**src/logic/ipu_pkg.sv**
```systemverilog
// Shared word widths, opcode and element-width encodings, used by every SIMD IPU file
package ipu_pkg;

  ////////////////////
  // Widths
  ////////////////////

  // Operand word width in bits
  localparam int unsigned ELEN = 32;

  // Bytes per word, also the width of byte enables and carries
  localparam int unsigned ELENB = ELEN / 8;

  ////////////////////
  // Encodings
  ////////////////////

  // Integer SIMD operations
  typedef enum logic [3:0] {
    VADD,
    VSUB,
    VADC,
    VAND,
    VOR,
    VXOR,
    VMIN,
    VMINU,
    VMAX,
    VMAXU,
    VMUL,
    VMULH,
    VMULHU,
    VMULHSU,
    VMACC
  } op_e;

  // Element width of one operation
  typedef enum logic [1:0] {
    EW_8,
    EW_16,
    EW_32
  } vew_e;

endpackage

```
**src/logic/ipu_merge_stage.sv**
```systemverilog
// Last IPU stage, merges lane results into the old destination and drives the outputs
`timescale 1ns/1ps

module ipu_merge_stage (
  input  logic                       clk_i,
  input  logic                       arst_n_i,
  input  logic                       valid_i,
  input  logic [ipu_pkg::ELEN-1:0]   res_i,
  input  logic [ipu_pkg::ELEN-1:0]   d_i,
  input  logic [ipu_pkg::ELENB-1:0]  be_i,
  output logic                       valid_o,
  output logic [ipu_pkg::ELEN-1:0]   result_o,
  output logic [ipu_pkg::ELENB-1:0]  be_o
);

  logic [ipu_pkg::ELEN-1:0] merged;

  // Mask-undisturbed merge, disabled bytes keep the old destination
  always_comb begin
    for (int b = 0; b < ipu_pkg::ELENB; b++) begin
      merged[b*8 +: 8] = be_i[b] ? res_i[b*8 +: 8] : d_i[b*8 +: 8];
    end
  end

  ////////////////////
  // Output register
  ////////////////////

  // be_o reads zero between results
  always_ff @(posedge clk_i or negedge arst_n_i) begin
    if (!arst_n_i) begin
      valid_o  <= 1'b0;
      result_o <= '0;
      be_o     <= '0;
    end else begin
      valid_o <= valid_i;
      if (valid_i) begin
        result_o <= merged;
        be_o     <= be_i;
      end else begin
        be_o <= '0;
      end
    end
  end

endmodule

```
**config.mk**
```make
export PLATFORM = sky130hd
export DESIGN_NAME = ipu_merge_stage
export DESIGN_NICKNAME = d
export VERILOG_FILES = /design/src/logic/ipu_pkg.sv /design/src/logic/ipu_merge_stage.sv
export SDC_FILE = /design/constraint.sdc
export NUM_CORES = 1
export LEC_CHECK = 0
export BUFFER_PORTS_ARGS = -buffer_cell sky130_fd_sc_hd__buf_2
export CAP_MARGIN = 20
export CORE_MARGIN = 1.5
export CORE_UTILIZATION = 30
export DETAILED_ROUTE_END_ITERATION = 10
export SLEW_MARGIN = 0
export SYNTH_ARGS = -nofsm -noshare
export SYNTH_HDL_FRONTEND = slang
export SYNTH_SLANG_ARGS = --single-unit
```
**constraint.sdc**
```tcl
create_clock -name clk_i -period 0.9 [get_ports clk_i]
set_clock_uncertainty 0.1 [all_clocks]
set_input_delay 0.18 -clock clk_i [delete_from_list [all_inputs] [get_ports clk_i]]
set_output_delay 0.18 -clock clk_i [all_outputs]
set_load 0.05 [all_outputs]
```
* Word level (Yosys, flattened, before mapping)
Index checks and enable logic that the tools add are counted. Widths: inputs -> output; s select.
Word-level totals: register bits 37, bits in latches 0, memory bits (writable) 0, bits in read-only memories 0, input bits 71, output and inout bits 37, logic and storage cells 8, memories kept 0
Cells by class: add/sub/neg operators 0, multipliers 0, div/mod/pow operators 0, magnitude comparators 0, eq/ne operators 0, shift-type cells 0, muxes and demuxes 5, bitwise logic cells 0, reduce and logical (&&, ||, !) cells 0
Operators by type and width (count):
- $mux 8 | 4
- $mux 4 | 1

* Longest topological paths before layout
word-level depth 1, mapped depth 4, mapped depth without buffers 2

* Worst setup path after synthesis
OpenSTA, ideal clock, no wires.
path kind reg-to-reg, start register result_o[10] (netlist name), end register result_o[10] (netlist bit), setup time 122 ps, arrival 753 ps, data required time 678 ps, setup slack -76 ps, stages on the path, launching flop included 3, path buffers 0, clock period less this slack 976 ps, cell sequence dfrtp_1 nor2_1 a21oi_2
RTL lines:
- end signal, assigned | line ipu_merge_stage.sv:38 | result_o <= merged;
- end, declared | line ipu_merge_stage.sv:12 | output logic [ipu_pkg::ELEN-1:0] result_o,

* Worst setup path after layout
start register result_o[28] (netlist bit), end output result_o[28] (netlist bit)
No word-level cell between the ends.

==> impl_metrics.py <==
metrics = {
    "run_status": {
        "status": "complete, but fails checks",
        "violations": "negative setup slack",
    },
    "route": {
        "wl_mm": 4.099,
        "ant_nets": 0,
        "vias": 1471,
        "wl_per_cell_um": 11.95,
        "route.detailed.drc": 0,
        "firstDrtPassIters": 2,
        "vias_per_cell": 4.289,
        "drt_iter0_drc": 54,
    },
    "grt": {
        "grt_remaining_overflow": 0,
        "grt_pass1_wl_mm": 6.713,
        "first_global_vias": 1516,
        "grt.total_usage": 0.1400,
        "antenna_found_initial": 0,
        "grt_max_degree": 38,
    },
    "synth": {
        "ys_types": 9,
        "syn_nets": 220,
        "synthesis.area_um2": 1722,
        "syn_area_per_cell_um2": 11.55,
        "seq_area_frac_synth": 0.5378,
        "synth_cells": 149,
        "ys_ff_latch": 37,
        "yosysWarningCount": 0,
    },
    "power_and_ir_drop": {
        "ir_drop_mv": 0.6656,
        "total_power_w": 0.004889,
        "p_leak_nw": 1.369,
        "power.density_nw_per_um2": 1711,
    },
    "timing": {
        "finalSetupViolCount": 37,
        "report.final.slew_viol_count": 0,
        "max_freq_mhz": 882.6,
        "fin_crit_ns": 1.133,
        "final_hold_viol_count": 0,
        "tightest_slew_ns": 0.2567,
        "min_period_over_period": 1.259,
        "relSlewSlack": 0.8289,
        "finalWorstSetupSlack_ns": -0.2330,
        "rsz0062_at_grt": "yes",
    },
    "worst_setup_path": {
        "critPathCaptureType": "output port",
        "crit_path_start_kind": "flip-flop",
        "slowest_stage": "dfrtp_2",
        "cp_max_fo": 2,
        "crit_path_max_incr_delay_ns": 0.42,
        "crit_required_ns": 0.62,
        "critPathBufInv": 1,
        "crit_chain": "buf_6",
        "crit_arrival_ns": 0.85,
        "path_delay_family": "flip-flops",
        "crit_type": "flip-flop to output port",
        "path_depth": 1,
        "r2r_cells": 3,
    },
    "finish": {
        "final_cell_mix": "70 x buf_2, 37 x buf_6, 32 x mux2i_1, 32 x dfrtp_2, 23 x nor2_1",
        "final_cells": 343,
        "final_common_cell": "buf_2",
        "num-fill-cells": 524,
        "drive_gt1_frac": 0.7159,
        "syn2layout_area_growth_pct": 65.99,
        "nNetsFinal": 341,
        "n_antenna_cell": 0,
    },
    "clocking": {
        "clk_latency_ns": 0.28,
        "cts_tree": "done",
        "clock-root-buffer": "clkbuf_8",
        "cts_buffer_depth": 2,
        "cts.clk_slew.worst_paths_ns": 0.07,
        "cts-buffers-inserted": 5,
        "htree_num_levels": 2,
        "numClockSinks": 37,
    },
    "floorplanning": {
        "fp.dieW_um": 78.76,
        "num_rows": 27,
        "core_um2": 5507,
        "dieHeight_um": 78.76,
        "ioPinCount": 108,
        "dieArea_um2": 6202,
        "start_util": 0.3127,
    },
    "worst_hold_path": {
        "hold_class": "input pin to flip-flop",
        "min_path_cells": 3,
    },
    "placement": {
        "dp_slack_ns": -0.1075,
        "hpwl_mm": 3.051,
        "portBuffers": 107,
        "gp_congestion": 0.7383,
        "dp_cells": 323,
    },
    "flow_run": {
        "maxCapViolCount": 0,
    },
}
==> logic make-up (layout without fill, tap and decap cells) <==
logic type | Yosys count | count (layout) | synth area share
flops | 37 | 37 | 0.5378
simple gates | 36 | 36 | 0.08430
compound gates | 32 | 32 | 0.1366
mux | 32 | 32 | 0.1860
buf+inv | 12 | 134 | 0.05523
==> flip-flops by register name, indices dropped and copies added, names as in the netlist <==
register and count:
result_o 32, valid_o 1, be_o 4
==> cell type report <==
cell class,instances,area (µm²),share of cell area
flip-flops and latches,37,965.9,0.3380
repair buffers,126,962.2,0.3367
multi-input cells,100,738.2,0.2583
clock buffers,7,96.34,0.03371
well taps,72,90.09,0.03152
clock inverters,1,5.005,0.001751
==> through the flow <==
step                setup TNS [ns]    util  area, µm²  hold slack, ns
floorplan                        0       -       1762         -0.2156
global placement            -2.119  0.4349       2395         0.06462
detailed placement          -2.480  0.4349       2395         0.06331
CTS                         -8.690  0.4972       2738         0.08322
global route                -9.162  0.5190       2858          0.1083
finish                      -8.079  0.5190       2858         0.09220
==> timing repair <==
action	in CTS	in global routing
hold buffers	1	0
endpoints found under the hold margin	37	0
setup endpoints to repair	37	37
gates resized for setup	74	12
buffers inserted	0	11
==> routing by layer <==
metal | up-vias | GRT usage | wire length, µm
li1 | 749 | - | -
met1 | 654 | 0.1504 | 1580
met2 | 61 | 0.2543 | 2136
met3 | 7 | 0.03678 | 295
met4 | 0 | 0.06607 | 86
met5 | - | 0 | 0
==> power by group <==
group / switching (W) / internal, W / total, W
sequential: 0.000115 / 0.00185 / 0.00197
clock: 0.000558 / 0.000692 / 0.00125
combinational: 0.000979 / 0.000692 / 0.00167
==> cell usage after synthesis <==
cell type  number  share of area
and2_1          4          0.015
a21oi_1        12          0.035
buf_2           4          0.012
dfrtp_1        37           0.54
a21oi_2        20           0.10
buf_6           4          0.026
nor2_1         32          0.070
mux2i_1        32           0.19
buf_4           4          0.017
==> worst paths after layout <==
path                       slack [ns]                startpoint                       end
max                             -0.23  result_o[28]$_DFFE_PN0P_              result_o[28]
min                              0.09                   d_i[31]  result_o[31]$_DFFE_PN0P_
max reg2reg                      0.02  result_o[29]$_DFFE_PN0P_  result_o[29]$_DFFE_PN0P_
min reg2reg                      0.44   result_o[9]$_DFFE_PN0P_   result_o[9]$_DFFE_PN0P_
max in group asynchronous        0.19                  arst_n_i  result_o[15]$_DFFE_PN0P_
min in group asynchronous        0.30                  arst_n_i   result_o[9]$_DFFE_PN0P_
No activity file was read; power rests on OpenSTA's default activity.
