--- src/logic/ipu_pkg.sv ---
// Shared word widths, opcode and element-width encodings, used by every SIMD IPU file
package ipu_pkg;

  ////////////////////
  // Widths
  ////////////////////

  // Operand word width in bits
  localparam int unsigned ELEN = 32;

  // Bytes per word, also the width of byte enables and carries
  localparam int unsigned ELENB = ELEN / 8;

  ////////////////////
  // Encodings
  ////////////////////

  // Integer SIMD operations
  typedef enum logic [3:0] {
    VADD,
    VSUB,
    VADC,
    VAND,
    VOR,
    VXOR,
    VMIN,
    VMINU,
    VMAX,
    VMAXU,
    VMUL,
    VMULH,
    VMULHU,
    VMULHSU,
    VMACC
  } op_e;

  // Element width of one operation
  typedef enum logic [1:0] {
    EW_8,
    EW_16,
    EW_32
  } vew_e;

endpackage

--- src/logic/ipu_operand_stage.sv ---
// Issue register of the IPU pipeline, turns element masks into carries and byte enables
`timescale 1ns/1ps

module ipu_operand_stage (
  input  logic                       clk_i,
  input  logic                       arst_n_i,
  input  logic                       valid_i,
  input  ipu_pkg::op_e               op_i,
  input  ipu_pkg::vew_e              sew_i,
  input  logic [ipu_pkg::ELEN-1:0]   s1_i,
  input  logic [ipu_pkg::ELEN-1:0]   s2_i,
  input  logic [ipu_pkg::ELEN-1:0]   d_i,
  input  logic [ipu_pkg::ELENB-1:0]  mask_i,
  input  logic                       vm_i,
  output logic                       valid_o,
  output ipu_pkg::op_e               op_o,
  output ipu_pkg::vew_e              sew_o,
  output logic [ipu_pkg::ELEN-1:0]   s1_o,
  output logic [ipu_pkg::ELEN-1:0]   s2_o,
  output logic [ipu_pkg::ELEN-1:0]   d_o,
  output logic [ipu_pkg::ELENB-1:0]  carry_o,
  output logic [ipu_pkg::ELENB-1:0]  be_o
);

  // Mask bit per element, spread over the element's bytes
  logic [ipu_pkg::ELENB-1:0] elem_be;
  // Mask bit per element, placed at the element index
  logic [ipu_pkg::ELENB-1:0] elem_carry;
  logic [ipu_pkg::ELENB-1:0] carry_d;
  logic [ipu_pkg::ELENB-1:0] be_d;

  ////////////////////
  // Mask expansion
  ////////////////////

  // Mask bits of elements missing at this sew are dropped
  always_comb begin
    unique case (sew_i)
      ipu_pkg::EW_8: begin
        elem_be    = mask_i;
        elem_carry = mask_i;
      end
      ipu_pkg::EW_16: begin
        elem_be    = {{2{mask_i[1]}}, {2{mask_i[0]}}};
        elem_carry = ipu_pkg::ELENB'(mask_i[1:0]);
      end
      default: begin
        elem_be    = {ipu_pkg::ELENB{mask_i[0]}};
        elem_carry = ipu_pkg::ELENB'(mask_i[0]);
      end
    endcase
  end

  // VADC takes its carries from the mask and writes every byte
  always_comb begin
    if (op_i == ipu_pkg::VADC) begin
      carry_d = elem_carry;
      be_d    = '1;
    end else begin
      carry_d = '0;
      be_d    = vm_i ? '1 : elem_be;
    end
  end

  ////////////////////
  // Issue register
  ////////////////////

  always_ff @(posedge clk_i or negedge arst_n_i) begin
    if (!arst_n_i) begin
      valid_o <= 1'b0;
      op_o    <= ipu_pkg::VADD;
      sew_o   <= ipu_pkg::EW_8;
      s1_o    <= '0;
      s2_o    <= '0;
      d_o     <= '0;
      carry_o <= '0;
      be_o    <= '0;
    end else begin
      valid_o <= valid_i;
      if (valid_i) begin
        op_o    <= op_i;
        sew_o   <= sew_i;
        s1_o    <= s1_i;
        s2_o    <= s2_i;
        d_o     <= d_i;
        carry_o <= carry_d;
        be_o    <= be_d;
      end
    end
  end

endmodule

--- config.mk ---
export PLATFORM = sky130hd
export DESIGN_NAME = ipu_operand_stage
export DESIGN_NICKNAME = d
export VERILOG_FILES = /design/src/logic/ipu_pkg.sv /design/src/logic/ipu_operand_stage.sv
export SDC_FILE = /design/constraint.sdc
export NUM_CORES = 1
export LEC_CHECK = 0
export BUFFER_PORTS_ARGS = -buffer_cell sky130_fd_sc_hd__buf_2
export CAP_MARGIN = 20
export CORE_MARGIN = 5
export CORE_UTILIZATION = 45
export CTS_BUF_LIST = sky130_fd_sc_hd__clkbuf_8
export DETAILED_ROUTE_END_ITERATION = 16
export PLACE_DENSITY = 0.8
export SLEW_MARGIN = 30
export SYNTH_ARGS = -nofsm -noshare
export SYNTH_HDL_FRONTEND = slang
export SYNTH_SLANG_ARGS = --single-unit
--- constraint.sdc ---
create_clock -name clk_i -period 1 [get_ports clk_i]
set_clock_uncertainty 0.15 [all_clocks]
set_input_delay 0.15 -clock clk_i [delete_from_list [all_inputs] [get_ports clk_i]]
set_output_delay 0.15 -clock clk_i [all_outputs]
set_load 0.01 [all_outputs]
* Word level (Yosys, flattened, before mapping)
Index checks and enable logic that the tools add are counted. W data, S select, Z words.
Storage, ports and cells: logic and storage cells 16, output and inout bits 111, bits in read-only memories 0, bits in writable memories 0, memories 0, input bits 110, bits in registers 111, latch bits 0
Operators by class: bitwise gates (word level) 0, shift-type cells 0, divide/modulo/power cells 0, add/subtract/negate cells 0, multiply operators 0, order comparisons 0, mux-type cells 5, equal/unequal tests 2, reduce and logical (&&, ||, !) cells 1
Operator list (number):
- $pmux W4 S2 | 2
- $mux W4 | 3
- $eq A4 B2 Y1 const B | 1
- $eq A2 B1 Y1 const B | 1
- $logic_not A2 Y1 | 1

* Logic depth before layout (Yosys ltp)
Gate-level depths: netlist of run 1.
depth in word-level cells 4, mapped depth 5, depth with buffers taken out 3

* Worst setup path before layout of run 1
Ideal clock, no wire load.
kind input to register, from input sew_i[0], to register be_o[1] (netlist name), setup slack -175 ps, stages on the path 3, arrival time 899 ps, cells stage by stage nor2_2 > mux2_4 > o32a_1
Between the ends: longest elaborated chain between the ends 4, elaborated cells between the ends (all ways) 5
RTL lines:
- start: declaration | RTL line ipu_operand_stage.sv:9 | input ipu_pkg::vew_e sew_i,
- $eq A2 B1 Y1 or $logic_not A2 Y1 (tied branches) | RTL line ipu_operand_stage.sv:38 | unique case (sew_i)
- $pmux W4 S2 * | RTL line ipu_operand_stage.sv:38
- $mux W4 * | RTL line ipu_operand_stage.sv:61 | be_d = vm_i ? '1 : elem_be;
- $mux W4 * | RTL line ipu_operand_stage.sv:56 | if (op_i == ipu_pkg::VADC) begin
- end signal: assignment | RTL line ipu_operand_stage.sv:78 | be_o <= '0;
- end signal: assignment | RTL line ipu_operand_stage.sv:88 | be_o <= be_d;
- end: declaration | RTL line ipu_operand_stage.sv:22 | output logic [ipu_pkg::ELENB-1:0] be_o
Mark *: on every way between the ends. The rest lies on a longest branch, timed or not. A chain may end at the register's enable or synchronous reset.

* Worst setup path in the final report of run 1
from register s1_o[0] (netlist name), to output s1_o[0] (netlist name)
RTL lines:
- start: declaration | RTL line ipu_operand_stage.sv:18 | output logic [ipu_pkg::ELEN-1:0] s1_o,
- start signal: assignment | RTL line ipu_operand_stage.sv:84 | s1_o <= s1_i;
No word-level cell between the ends.

==> run_results.csv, run 1 <==
group,metric,value,unit
hold_path,whs_endpoint,"op_o[3]",
die,placementRows,35,
hold_path,min_path_type,"input port to register",
finish,nets,753,
worst_setup_path,rr_worst_depth,2,
worst_setup_path,reg2reg_from,"s2_o[26]",
drt,drtIter0Drc,124,
global_routing,overflow,0,
clock_tree,cts_buffer_depth,2,
global_routing,track_usage,23.81,%
worst_setup_path,required,0.70,ns
power_and_ir_drop,p_leak,3.835,nW
clock_tree,htree_levels,3,
yosys,synth_area_leader_cell,"dfrtp_1",
clock_tree,cts_sinks,111,
finish,fin_cells,759,
sta,finalSetupViolCount,159,
yosys,synthCells,252,
worst_setup_path,cp_slowest_cell,"dfrtp_1",
drt,wl_per_cell,20.04,um
finish,drive_gt1_share,63.73,%
global_routing,grt_start_max_net_pins,35,
sta,worst_pin_slew,0.2944,ns
yosys,syn_area,4220,um^2
outcome,status,"finished, violations left",
die,pin_count,221,
global_routing,grt_pass1_wl,21310,um
sta,finalCriticalPeriod,1.229,ns
sta,setup_slack,-0.2294,ns
clock_tree,clk-insertion-delay-late,0.35,ns
worst_setup_path,crit_fanout,2,
yosys,syn_avg_cell_area,16.75,um^2
finish,fillers,458,
clock_tree,cts-root-buf,"clkbuf_8",
die,die_area,11410,um^2
yosys,synth_cell_types,22,
sta,rsz0062_at_grt,"yes",
sta,whs,-0.07056,ns
global_routing,grt_pass1_vias,4174,
worst_setup_path,cp_top_family,"flip-flops",
die,core_area,9196,um^2
worst_setup_path,end_kind,"output port",
hold_path,hold_start,"op_i[3]",
worst_setup_path,slowest_delay,0.41,ns
clock_tree,clk_pin_slew_worst_paths,0.11,ns
power_and_ir_drop,vdd.ir_drop.worst,0.0009775,V
outcome,violations,"negative hold slack, negative setup slack",
clock_tree,cts_tree,"done",
yosys,yosysSeqAreaShare,65.82,%
finish,syn2layout_area_growth,83.28,%
yosys,synth_warnings,0,
placement,placed_cells,591,
sta,hold_viol_final,4,
drt,via_count,3730,
power_and_ir_drop,powerDensity,1398,nW/um^2
yosys,ys_ff_latch,111,
die,fp.dieW,106.8,um
yosys,syn-num-nets,362,
placement,place_congestion,0.7828,
sta,min_period_over_period,122.9,%
clock_tree,cts_made_buffers,9,
drt,drt_pre_antenna_iters,4,
drt,drt-total-wl,15210,um
die,dieHeight,106.8,um
finish,n_antenna_cell,0,
drt,final_antenna_net_count,0,
worst_setup_path,rr_endpoint,"s2_o[26]",
yosys,synth.area.top_cells,"dfrtp_1, mux2_2, buf_6",
flow_run,drv_cap,0,
yosys,synth_top_area_share,65.82,%
worst_setup_path,arrival,0.93,ns
placement,dp_hpwl,8022,um
worst_setup_path,cp-start-kind,"register",
drt,drc,0,
worst_setup_path,critPathBufInv,1,
global_routing,antenna_found_initial,0,
sta,fmaxAchievable,813.4,MHz
die,initial_core_util,45.89,%
drt,via_per_inst,4.914,
worst_setup_path,crit_type,"register to output port",
worst_setup_path,worstPathCellList,"buf_2",
sta,relSlewSlack,80.29,%
sta,final_max_slew_viol_count,0,
hold_path,whs_path_depth,2,
placement,port-buffer-count,220,
worst_setup_path,rrSetupSlack,-0.09,ns
-- stage by stage --
stage	setup slack (ns)	total power, mW	setup TNS [ns]	utilization [%]	instance area, um^2
2_1_floorplan	-0.1226	6.128	-4.209	-	4425
3_3_place_gp	-0.2479	6.977	-21.49	62.14	5714
3_5_place_dp	-0.2778	7.052	-24.05	62.14	5714
4_1_cts	-0.2324	10.39	-23.35	79.20	7283
5_1_grt	-0.2747	11.28	-29.17	84.11	7735
6_report	-0.2294	10.82	-23.76	84.11	7735
-- timing repair --
| item | 4_1_cts | 5_1_grt |
|---|---|---|
| hold endpoints to repair | 220 | 7 |
| setup buffers | 29 | 36 |
| pin swaps | 0 | 0 |
| hold buffers | 105 | 2 |
| endpoints found under the setup margin | 111 | 141 |
| cloned | 0 | 0 |
| gates resized for setup | 17 | 64 |
-- sequential cells by signal, indices dropped and copies added (netlist names) --
register,cells
be_o,4
s2_o,32
d_o,32
sew_o,2
s1_o,32
carry_o,4
valid_o,1
op_o,4
-- worst reg2reg max path, delay by kind of cell, from the launching register on --
kind,cells,cell delay [ns]
DFF,1,0.42
muxes,1,0.28
buffers and inverters,1,0.14
-- layer usage --
metal	share of wire, %	vias to the layer above	track usage [%]	routed length (um)
met5	0	-	0	0
met4	3.5	0	8.402	536
met3	7.0	41	6.201	1060
met2	54	170	43.97	8216
met1	35	1847	26.33	5396
li1	-	1672	-	-
-- cells in the mapped netlist --
cell type    n
dfrtp_1    111
mux2_2      96
buf_2        7
buf_6        6
mux2_1       6
inv_1        4
o21ai_0      4
a21o_2       2
nand4_1      2
o22a_1       2
a211o_2      1
a21oi_1      1
and3b_2      1
mux2_4       1
nand2b_1     1
nand3_1      1
nand4b_1     1
nor2_1       1
nor2_2       1
nor3_1       1
nor4b_4      1
o32a_1       1
-- layout make-up --
class	instances	area [um^2]	share of cell area, %
Timing Repair Buffer	393	3109	40.20
Sequential cell	111	2778	35.91
Multi-Input combinational cell	124	1488	19.23
Clock buffer	10	137.6	1.779
Clock inverter	6	68.82	0.8897
Inverter	4	15.01	0.1941
Tap cell	111	138.9	1.796
-- layout by cell type (no fill, tap or decap) --
cell           Yosys  routed
a211o_2            1       1
dlygate4sd3_1      0     105
nand4b_1           1       1
bufinv_16          0       1
o21ai_0            4       4
inv_1              4       4
clkinv_2           0       1
a21oi_1            1       1
a21o_2             2       2
and3b_2            1       1
nand4_1            2       2
buf_4              0      40
o32a_1             1       1
o22a_1             2       2
dfrtp_1          111     111
buf_6              6      73
nand2b_1           1       1
inv_6              0       1
mux2_4             1      43
clkinvlp_4         0       1
nor3_1             1       1
mux2_2            96      60
nor4b_4            1       1
nand3_1            1       1
clkbuf_8           0      10
nor2_4             0       1
nor2_1             1       1
buf_2              7     171
clkinv_4           0       2
buf_12             0       4
-- worst max-delay path by stage --
stage | from | end | slack [ns] | cells after the start
detailed placement | valid_i | d_o[31] | -0.28 | 3
finish | s1_o[0] | s1_o[0] | -0.23 | 1
global placement | valid_i | sew_o[1] | -0.25 | 3
floorplan | sew_i[0] | be_o[1] | -0.12 | 3
global route | s1_o[22] | s1_o[22] | -0.27 | 1
CTS | s2_o[26] | s2_o[26] | -0.23 | 1
-- power by group --
group | internal [mW] | leakage, nW | switching, mW | total (mW)
Sequential | 4.92 | 1.30 | 0.299 | 5.22
Combinational | 1.75 | 2.43 | 1.05 | 2.80
Clock | 1.24 | 0.103 | 1.55 | 2.80
-- kinds of logic (layout without fill, tap and decap cells) --
family	count (synthesis)	in the layout	synth area share, %
DFF	111	111	65.82
muxes	103	103	27.57
buffers and inverters	17	413	2.787
AOI/OAI and AO/OA	11	11	1.897
and+or+nand+nor	10	10	1.927
Note: power is estimated with default switching activity, not from simulation.
==> run 2: changes to the inputs <==
- CORE_ASPECT_RATIO: not set -> 1.5
- clock period: 1 -> 1.4 ns (I/O delays scaled with it)
==> run 2 against run 1 <==
Compared with the run above:
- the run ends with negative setup slack left
- die area up 0.35%
- sequential power down 30%
- core utilization down 10 points
- power down 37%
- cell area down 12%
- worst hold slack better by 0.11 ns
- count of clock-buffer cells in the layout up 1
- clock power down 38%
- non-clock buffer count down 55
- setup slack better by 0.22 ns
- critical path depth up 4
- critical path type is now input port to register
- largest cell class is now registers
- highest routed layer unchanged
==> run_results.csv, run 2 (synthesized netlist as in run 1, its figures left out) <==
group,metric,value,unit
worst_setup_path,reg2reg_from,"s2_o[22]",
sta,setup_slack,-0.01185,ns
worst_setup_path,arrival,1.51,ns
drt,drt_pre_antenna_iters,4,
hold_path,whs_endpoint,"sew_o[1]",
sta,finalCriticalPeriod,1.412,ns
die,dieHeight,128.6,um
die,placementRows,43,
placement,place_congestion,0.7070,
outcome,violations,"negative setup slack",
placement,dp_hpwl,7733,um
worst_setup_path,crit_fanout,3,
drt,drt-total-wl,12370,um
clock_tree,cts_sinks,111,
drt,wl_per_cell,17.50,um
clock_tree,cts_tree,"done",
die,core_area,9200,um^2
worst_setup_path,rr_endpoint,"s2_o[22]",
sta,final_max_slew_viol_count,0,
worst_setup_path,required,1.50,ns
clock_tree,cts_buffer_depth,2,
drt,final_antenna_net_count,0,
worst_setup_path,rrSetupSlack,0.45,ns
drt,drc,0,
finish,layout_common_cells,"buf_2, dfrtp_1, dlygate4sd3_1",
clock_tree,cts-root-buf,"clkbuf_8",
finish,final_common_cell,"buf_2",
global_routing,grt_pass1_wl,19130,um
finish,drive_gt1_share,58.85,%
drt,via_count,3419,
drt,via_per_inst,4.836,
placement,placed_cells,582,
global_routing,antenna_found_initial,0,
sta,hold_viol_final,0,
worst_setup_path,cp-start-kind,"input port",
die,fp.dieW,89.07,um
worst_setup_path,rr_worst_depth,1,
die,initial_core_util,45.87,%
hold_path,hold_start,"sew_i[1]",
global_routing,grt_pass1_vias,3896,
power_and_ir_drop,vdd.ir_drop.worst,0.0006985,V
global_routing,grt_start_max_net_pins,61,
sta,worst_pin_slew,0.3198,ns
finish,nets,698,
placement,port-buffer-count,220,
finish,top_regs,"d_o (32), s1_o (32), s2_o (32)",
worst_setup_path,crit_type,"input port to register",
sta,whs,0.04010,ns
clock_tree,clk-insertion-delay-late,0.36,ns
power_and_ir_drop,p_leak,3.273,nW
sta,relSlewSlack,78.68,%
sta,finalSetupViolCount,1,
global_routing,track_usage,22.00,%
die,die_area,11450,um^2
finish,syn2layout_area_growth,60.92,%
hold_path,min_path_type,"input port to register",
drt,drtIter0Drc,75,
clock_tree,cts_made_buffers,9,
sta,min_period_over_period,100.8,%
finish,utilization,73.82,%
clock_tree,htree_levels,3,
flow_run,drv_cap,0,
hold_path,whs_path_depth,2,
global_routing,overflow,0,
sta,fmaxAchievable,708.3,MHz
finish,fin_cells,707,
worst_setup_path,end_kind,"register",
clock_tree,clk_pin_slew_worst_paths,0.10,ns
power_and_ir_drop,powerDensity,1009,nW/um^2
outcome,status,"finished, violations left",
die,pin_count,221,
-- run 2: cell types whose count changed in the layout (fill, tap and decap cells not counted), sizes merged --
cell	before	now
buf	288	231
diode	0	2
bufinv	1	0
inv	5	6
dlygate4sd3	105	107
clkinv	3	2
clkbuf	10	11
-- run 2: through the flow --
stage | total power [mW] | setup TNS (ns) | worst slack [ns] | cell area (um^2)
2_1_floorplan | 4.273 | 0 | 0.1651 | 4220
3_3_place_gp | 4.882 | 0 | 0.08303 | 5522
3_5_place_dp | 4.938 | 0 | 0.05509 | 5522
4_1_cts | 6.904 | 0 | 0.02459 | 6769
5_1_grt | 7.217 | -0.01519 | -0.008020 | 6787
6_report | 6.855 | -0.01185 | -0.01185 | 6792
-- run 2: power by group --
part / internal [mW] / switching (mW)
logic: 0.828 / 0.626
clock network: 0.728 / 0.998
registers: 3.51 / 0.163
total: 5.07 / 1.79
-- run 2: worst max path at each step --
| stage | depth (start not counted) | endpoint | start |
|---|---|---|---|
| 3_3_place_gp | 4 | be_o[1] | sew_i[0] |
| 4_1_cts | 5 | be_o[2] | vm_i |
| 2_1_floorplan | 3 | be_o[1] | sew_i[0] |
| 5_1_grt | 5 | be_o[1] | op_i[1] |
| 3_5_place_dp | 4 | be_o[1] | sew_i[1] |
| 6_report | 5 | be_o[1] | op_i[1] |
-- run 2: timing repair --
action                                  in CTS  in global routing
endpoints found under the setup margin       0                  4
hold endpoints to repair                   217                  0
gates resized for setup                      0                  3
buffers inserted                             0                  1
hold buffers                               107                  0
-- run 2: worst max-delay path: stages --
cell and delay (ns):
dlygate4sd3_1 0.54, buf_2 0.14, nor4b_4 0.14, buf_4 0.13
o32a_1 0.35
-- run 2: routing by layer --
metal / global-route usage, % / wire, um / up-vias
li1: - / - / 1569
met1: 22.67 / 4110 / 1658
met2: 39.59 / 6837 / 152
met3: 5.381 / 963 / 40
met4: 12.36 / 458 / 0
met5: 0 / 0 / -
-- run 2: layout make-up --
class                           count  area, um^2
Clock buffer                       11       151.4
Fill cell                         549        2409
Multi-Input combinational cell    124        1340
Sequential cell                   111        2778
Timing Repair Buffer              338        2337
Clock inverter                      5       25.02
Inverter                            4       15.01
Tap cell                          112       140.1
Antenna cell                        2       5.005
==> run 3: changes to the inputs <==
- ABC_AREA: not set -> 1
- SKIP_CTS_REPAIR_TIMING: not set -> 1
==> run 3 against run 2 <==
Compared with the run above:
- the flow now finishes without violations
- first-iteration DRC count increased to 3.8 times the previous value
- sequential power decreased by 1%
- worst hold slack got worse by 0.025 ns
- synthesized area increased by 0.95%
- largest cell class unchanged
- non-clock buffer count decreased by 6
- sequential cell count unchanged
- sequential share of layout area increased by 0.25 points
==> run_results.csv, run 3 <==
group,metric,value,unit
global_routing,grt_pass1_vias,3814,
worst_setup_path,rrSetupSlack,0.55,ns
yosys,synth_compound_area_share,0.7930,%
worst_setup_path,cp_top_family,"flip-flops",
sta,rsz0062_at_grt,"no",
worst_setup_path,cp-start-kind,"register",
power_and_ir_drop,powerDensity,1074,nW/um^2
power_and_ir_drop,swShare,26.25,%
drt,wl_per_cell,15.32,um
die,placementRows,43,
finish,nets,913,
clock_tree,cts_sinks,111,
yosys,synthTopCellsByCount,"nand2_1, dfrtp_1, buf_2, nor2_1, buf_4",
yosys,ys_ff_latch,111,
outcome,status,"completed",
clock_tree,cts_tree,"done",
clock_tree,cts_made_buffers,9,
sta,whs,0.01529,ns
yosys,syn_area,4260,um^2
worst_setup_path,rr_worst_depth,2,
finish,multi_input_area,1316,um^2
die,initial_core_util,46.04,%
die,pin_count,221,
yosys,synthCells,483,
yosys,muxShareOfSynthArea,0,%
finish,ff_latch_area,2778,um^2
sta,hold_viol_final,0,
hold_path,min_path_type,"input port to register",
worst_setup_path,required,1.04,ns
clock_tree,clk_pin_slew_worst_paths,0.11,ns
sta,finalCriticalPeriod,1.302,ns
power_and_ir_drop,clock_power_share,31.2,%
worst_setup_path,end_kind,"output port",
drt,final_antenna_net_count,0,
worst_setup_path,crit_fanout,2,
yosys,synth_fa_ha_area_share,0,%
yosys,synthSimpleGateAreaFrac,30.10,%
yosys,ys.flop_type,"dfrtp_1",
yosys,yosysSeqAreaShare,65.20,%
yosys,syn-num-nets,593,
worst_setup_path,cp_slowest_cell,"dfrtp_1",
power_and_ir_drop,finalPower,7.253,mW
sta,min_period_over_period,93.02,%
yosys,synth-xor-area-share,0,%
clock_tree,htree_levels,3,
die,dieHeight,129.2,um
yosys,synth_top_family_by_area,"simple AND/OR/NAND/NOR gates",
placement,place_area,5444,um^2
flow_run,drv_cap,0,
yosys,synth-edff-count,0,
worst_setup_path,reg2reg_from,"d_o[25]",
hold_path,whs_path_depth,3,
yosys,syn_avg_cell_area,8.821,um^2
sta,relSlewSlack,48.81,%
power_and_ir_drop,p_sw,1.904,mW
yosys,async_flop_share,100.0,%
drt,drtIter0Drc,283,
worst_setup_path,critPathBufInv,1,
worst_setup_path,slowest_delay,0.41,ns
die,die_area,11550,um^2
drt,drt-total-wl,14100,um
finish,fin_area,6750,um^2
drt,via_per_inst,4.868,
finish,fillers,640,
finish,syn2layout_area_growth,58.44,%
sta,worst_pin_slew,0.7679,ns
worst_setup_path,arrival,0.94,ns
global_routing,grt_pass1_wl,17620,um
placement,place_congestion,0.7871,
power_and_ir_drop,seq_power_share,50.2,%
finish,drive_gt1_share,30.20,%
placement,port-buffer-count,220,
clock_tree,cts-root-buf,"clkbuf_8",
global_routing,antenna_found_initial,0,
sta,finalSetupViolCount,0,
power_and_ir_drop,pwr-share-comb,18.6,%
yosys,synth_top_area_share,65.20,%
die,fp.dieW,89.45,um
worst_setup_path,crit_end,"d_o[25]",
power_and_ir_drop,p_leak,3.851,nW
worst_setup_path,path_depth,1,
worst_setup_path,cp-startpoint,"d_o[25]",
power_and_ir_drop,vdd.ir_drop.worst,0.0006835,V
yosys,synth_warnings,0,
yosys,synth_area_leader_cell,"dfrtp_1",
finish,final_common_cell,"nand2_1",
worst_setup_path,crit_type,"register to output port",
yosys,synth.area.top_cells,"dfrtp_1, nand2_1, buf_2",
die,core_area,9254,um^2
drt,drc,0,
placement,dp_hpwl,8376,um
finish,top_regs,"d_o (32), s1_o (32), s2_o (32)",
sta,final_max_slew_viol_count,0,
clock_tree,cts_buffer_depth,2,
drt,drt_pre_antenna_iters,5,
global_routing,overflow,0,
worst_setup_path,rr_endpoint,"d_o[25]",
yosys,synth.most_common_cell,"nand2_1",
global_routing,grt_start_max_net_pins,80,
worst_setup_path,worstPathCellList,"buf_2",
drt,via_count,4479,
yosys,synth_cell_types,14,
clock_tree,clk-insertion-delay-late,0.36,ns
global_routing,track_usage,19.76,%
finish,layout_common_cells,"nand2_1, buf_2, dfrtp_1",
sta,fmaxAchievable,767.9,MHz
power_and_ir_drop,intPower,5.349,mW
finish,n_antenna_cell,0,
finish,utilization,72.94,%
run 3: area by class of cell:
type | instances | share of cell area [%]
sequential | 111 | 41.15
timing repair buffer | 332 | 33.33
multi-input combinational | 344 | 19.50
tap | 112 | 2.076
clock buffer | 10 | 2.039
clock inverter | 6 | 1.594
inverter | 5 | 0.3151
run 3: cells by family (layout without fill, tap and decap cells):
logic type | after synthesis | after routing
AND/OR/NAND/NOR | 338 | 338
flip-flops | 111 | 111
AO/OA/AOI/OAI | 6 | 6
buffers and inverters | 28 | 353
run 3: worst min path at each step:
| stage | from | end | slack [ns] |
|---|---|---|---|
| finish | sew_i[1] | sew_o[1] | 0.02 |
| global route | valid_i | s2_o[9] | 0.007 |
| CTS | arst_n_i | d_o[28] | -0.32 |
| detailed placement | arst_n_i | d_o[28] | 0.1 |
| global placement | arst_n_i | d_o[18] | 0.09 |
| floorplan | arst_n_i | be_o[0] | -0.24 |
run 3: routing by layer:
metal	share of wire, %	vias up	wire (um)	global-route usage (%)
li1	-	2090	-	-
met1	35	2077	4990	23.66
met2	51	236	7238	32.87
met3	6.9	76	974	4.707
met4	6.3	0	892	9.728
met5	0	-	0	0
run 3: worst reg2reg max path: stages (launching register included):
cell and delay (ns):
dfrtp_1 0.41, nand2_1 0.10, nand2_1 0.08
run 3: per-stage QoR:
stage / setup TNS, ns / cells / worst slack [ns]
3_5_place_dp: -4.572 / 798 / -0.09323
3_3_place_gp: -0.3084 / 798 / -0.02315
4_1_cts: 0 / 814 / 0.08670
5_1_grt: 0 / 920 / 0.06710
6_report: 0 / 920 / 0.09768
2_1_floorplan: 0 / 483 / 0.3768
run 3: power groups by stage:
stage	sequential [mW]	clock [mW]	combinational, mW
floorplan	3.82	0	0.352
global placement	3.68	0	1.06
detailed placement	3.69	0	1.10
CTS	3.63	2.34	1.10
global route	3.67	2.43	1.49
finish	3.64	2.26	1.35
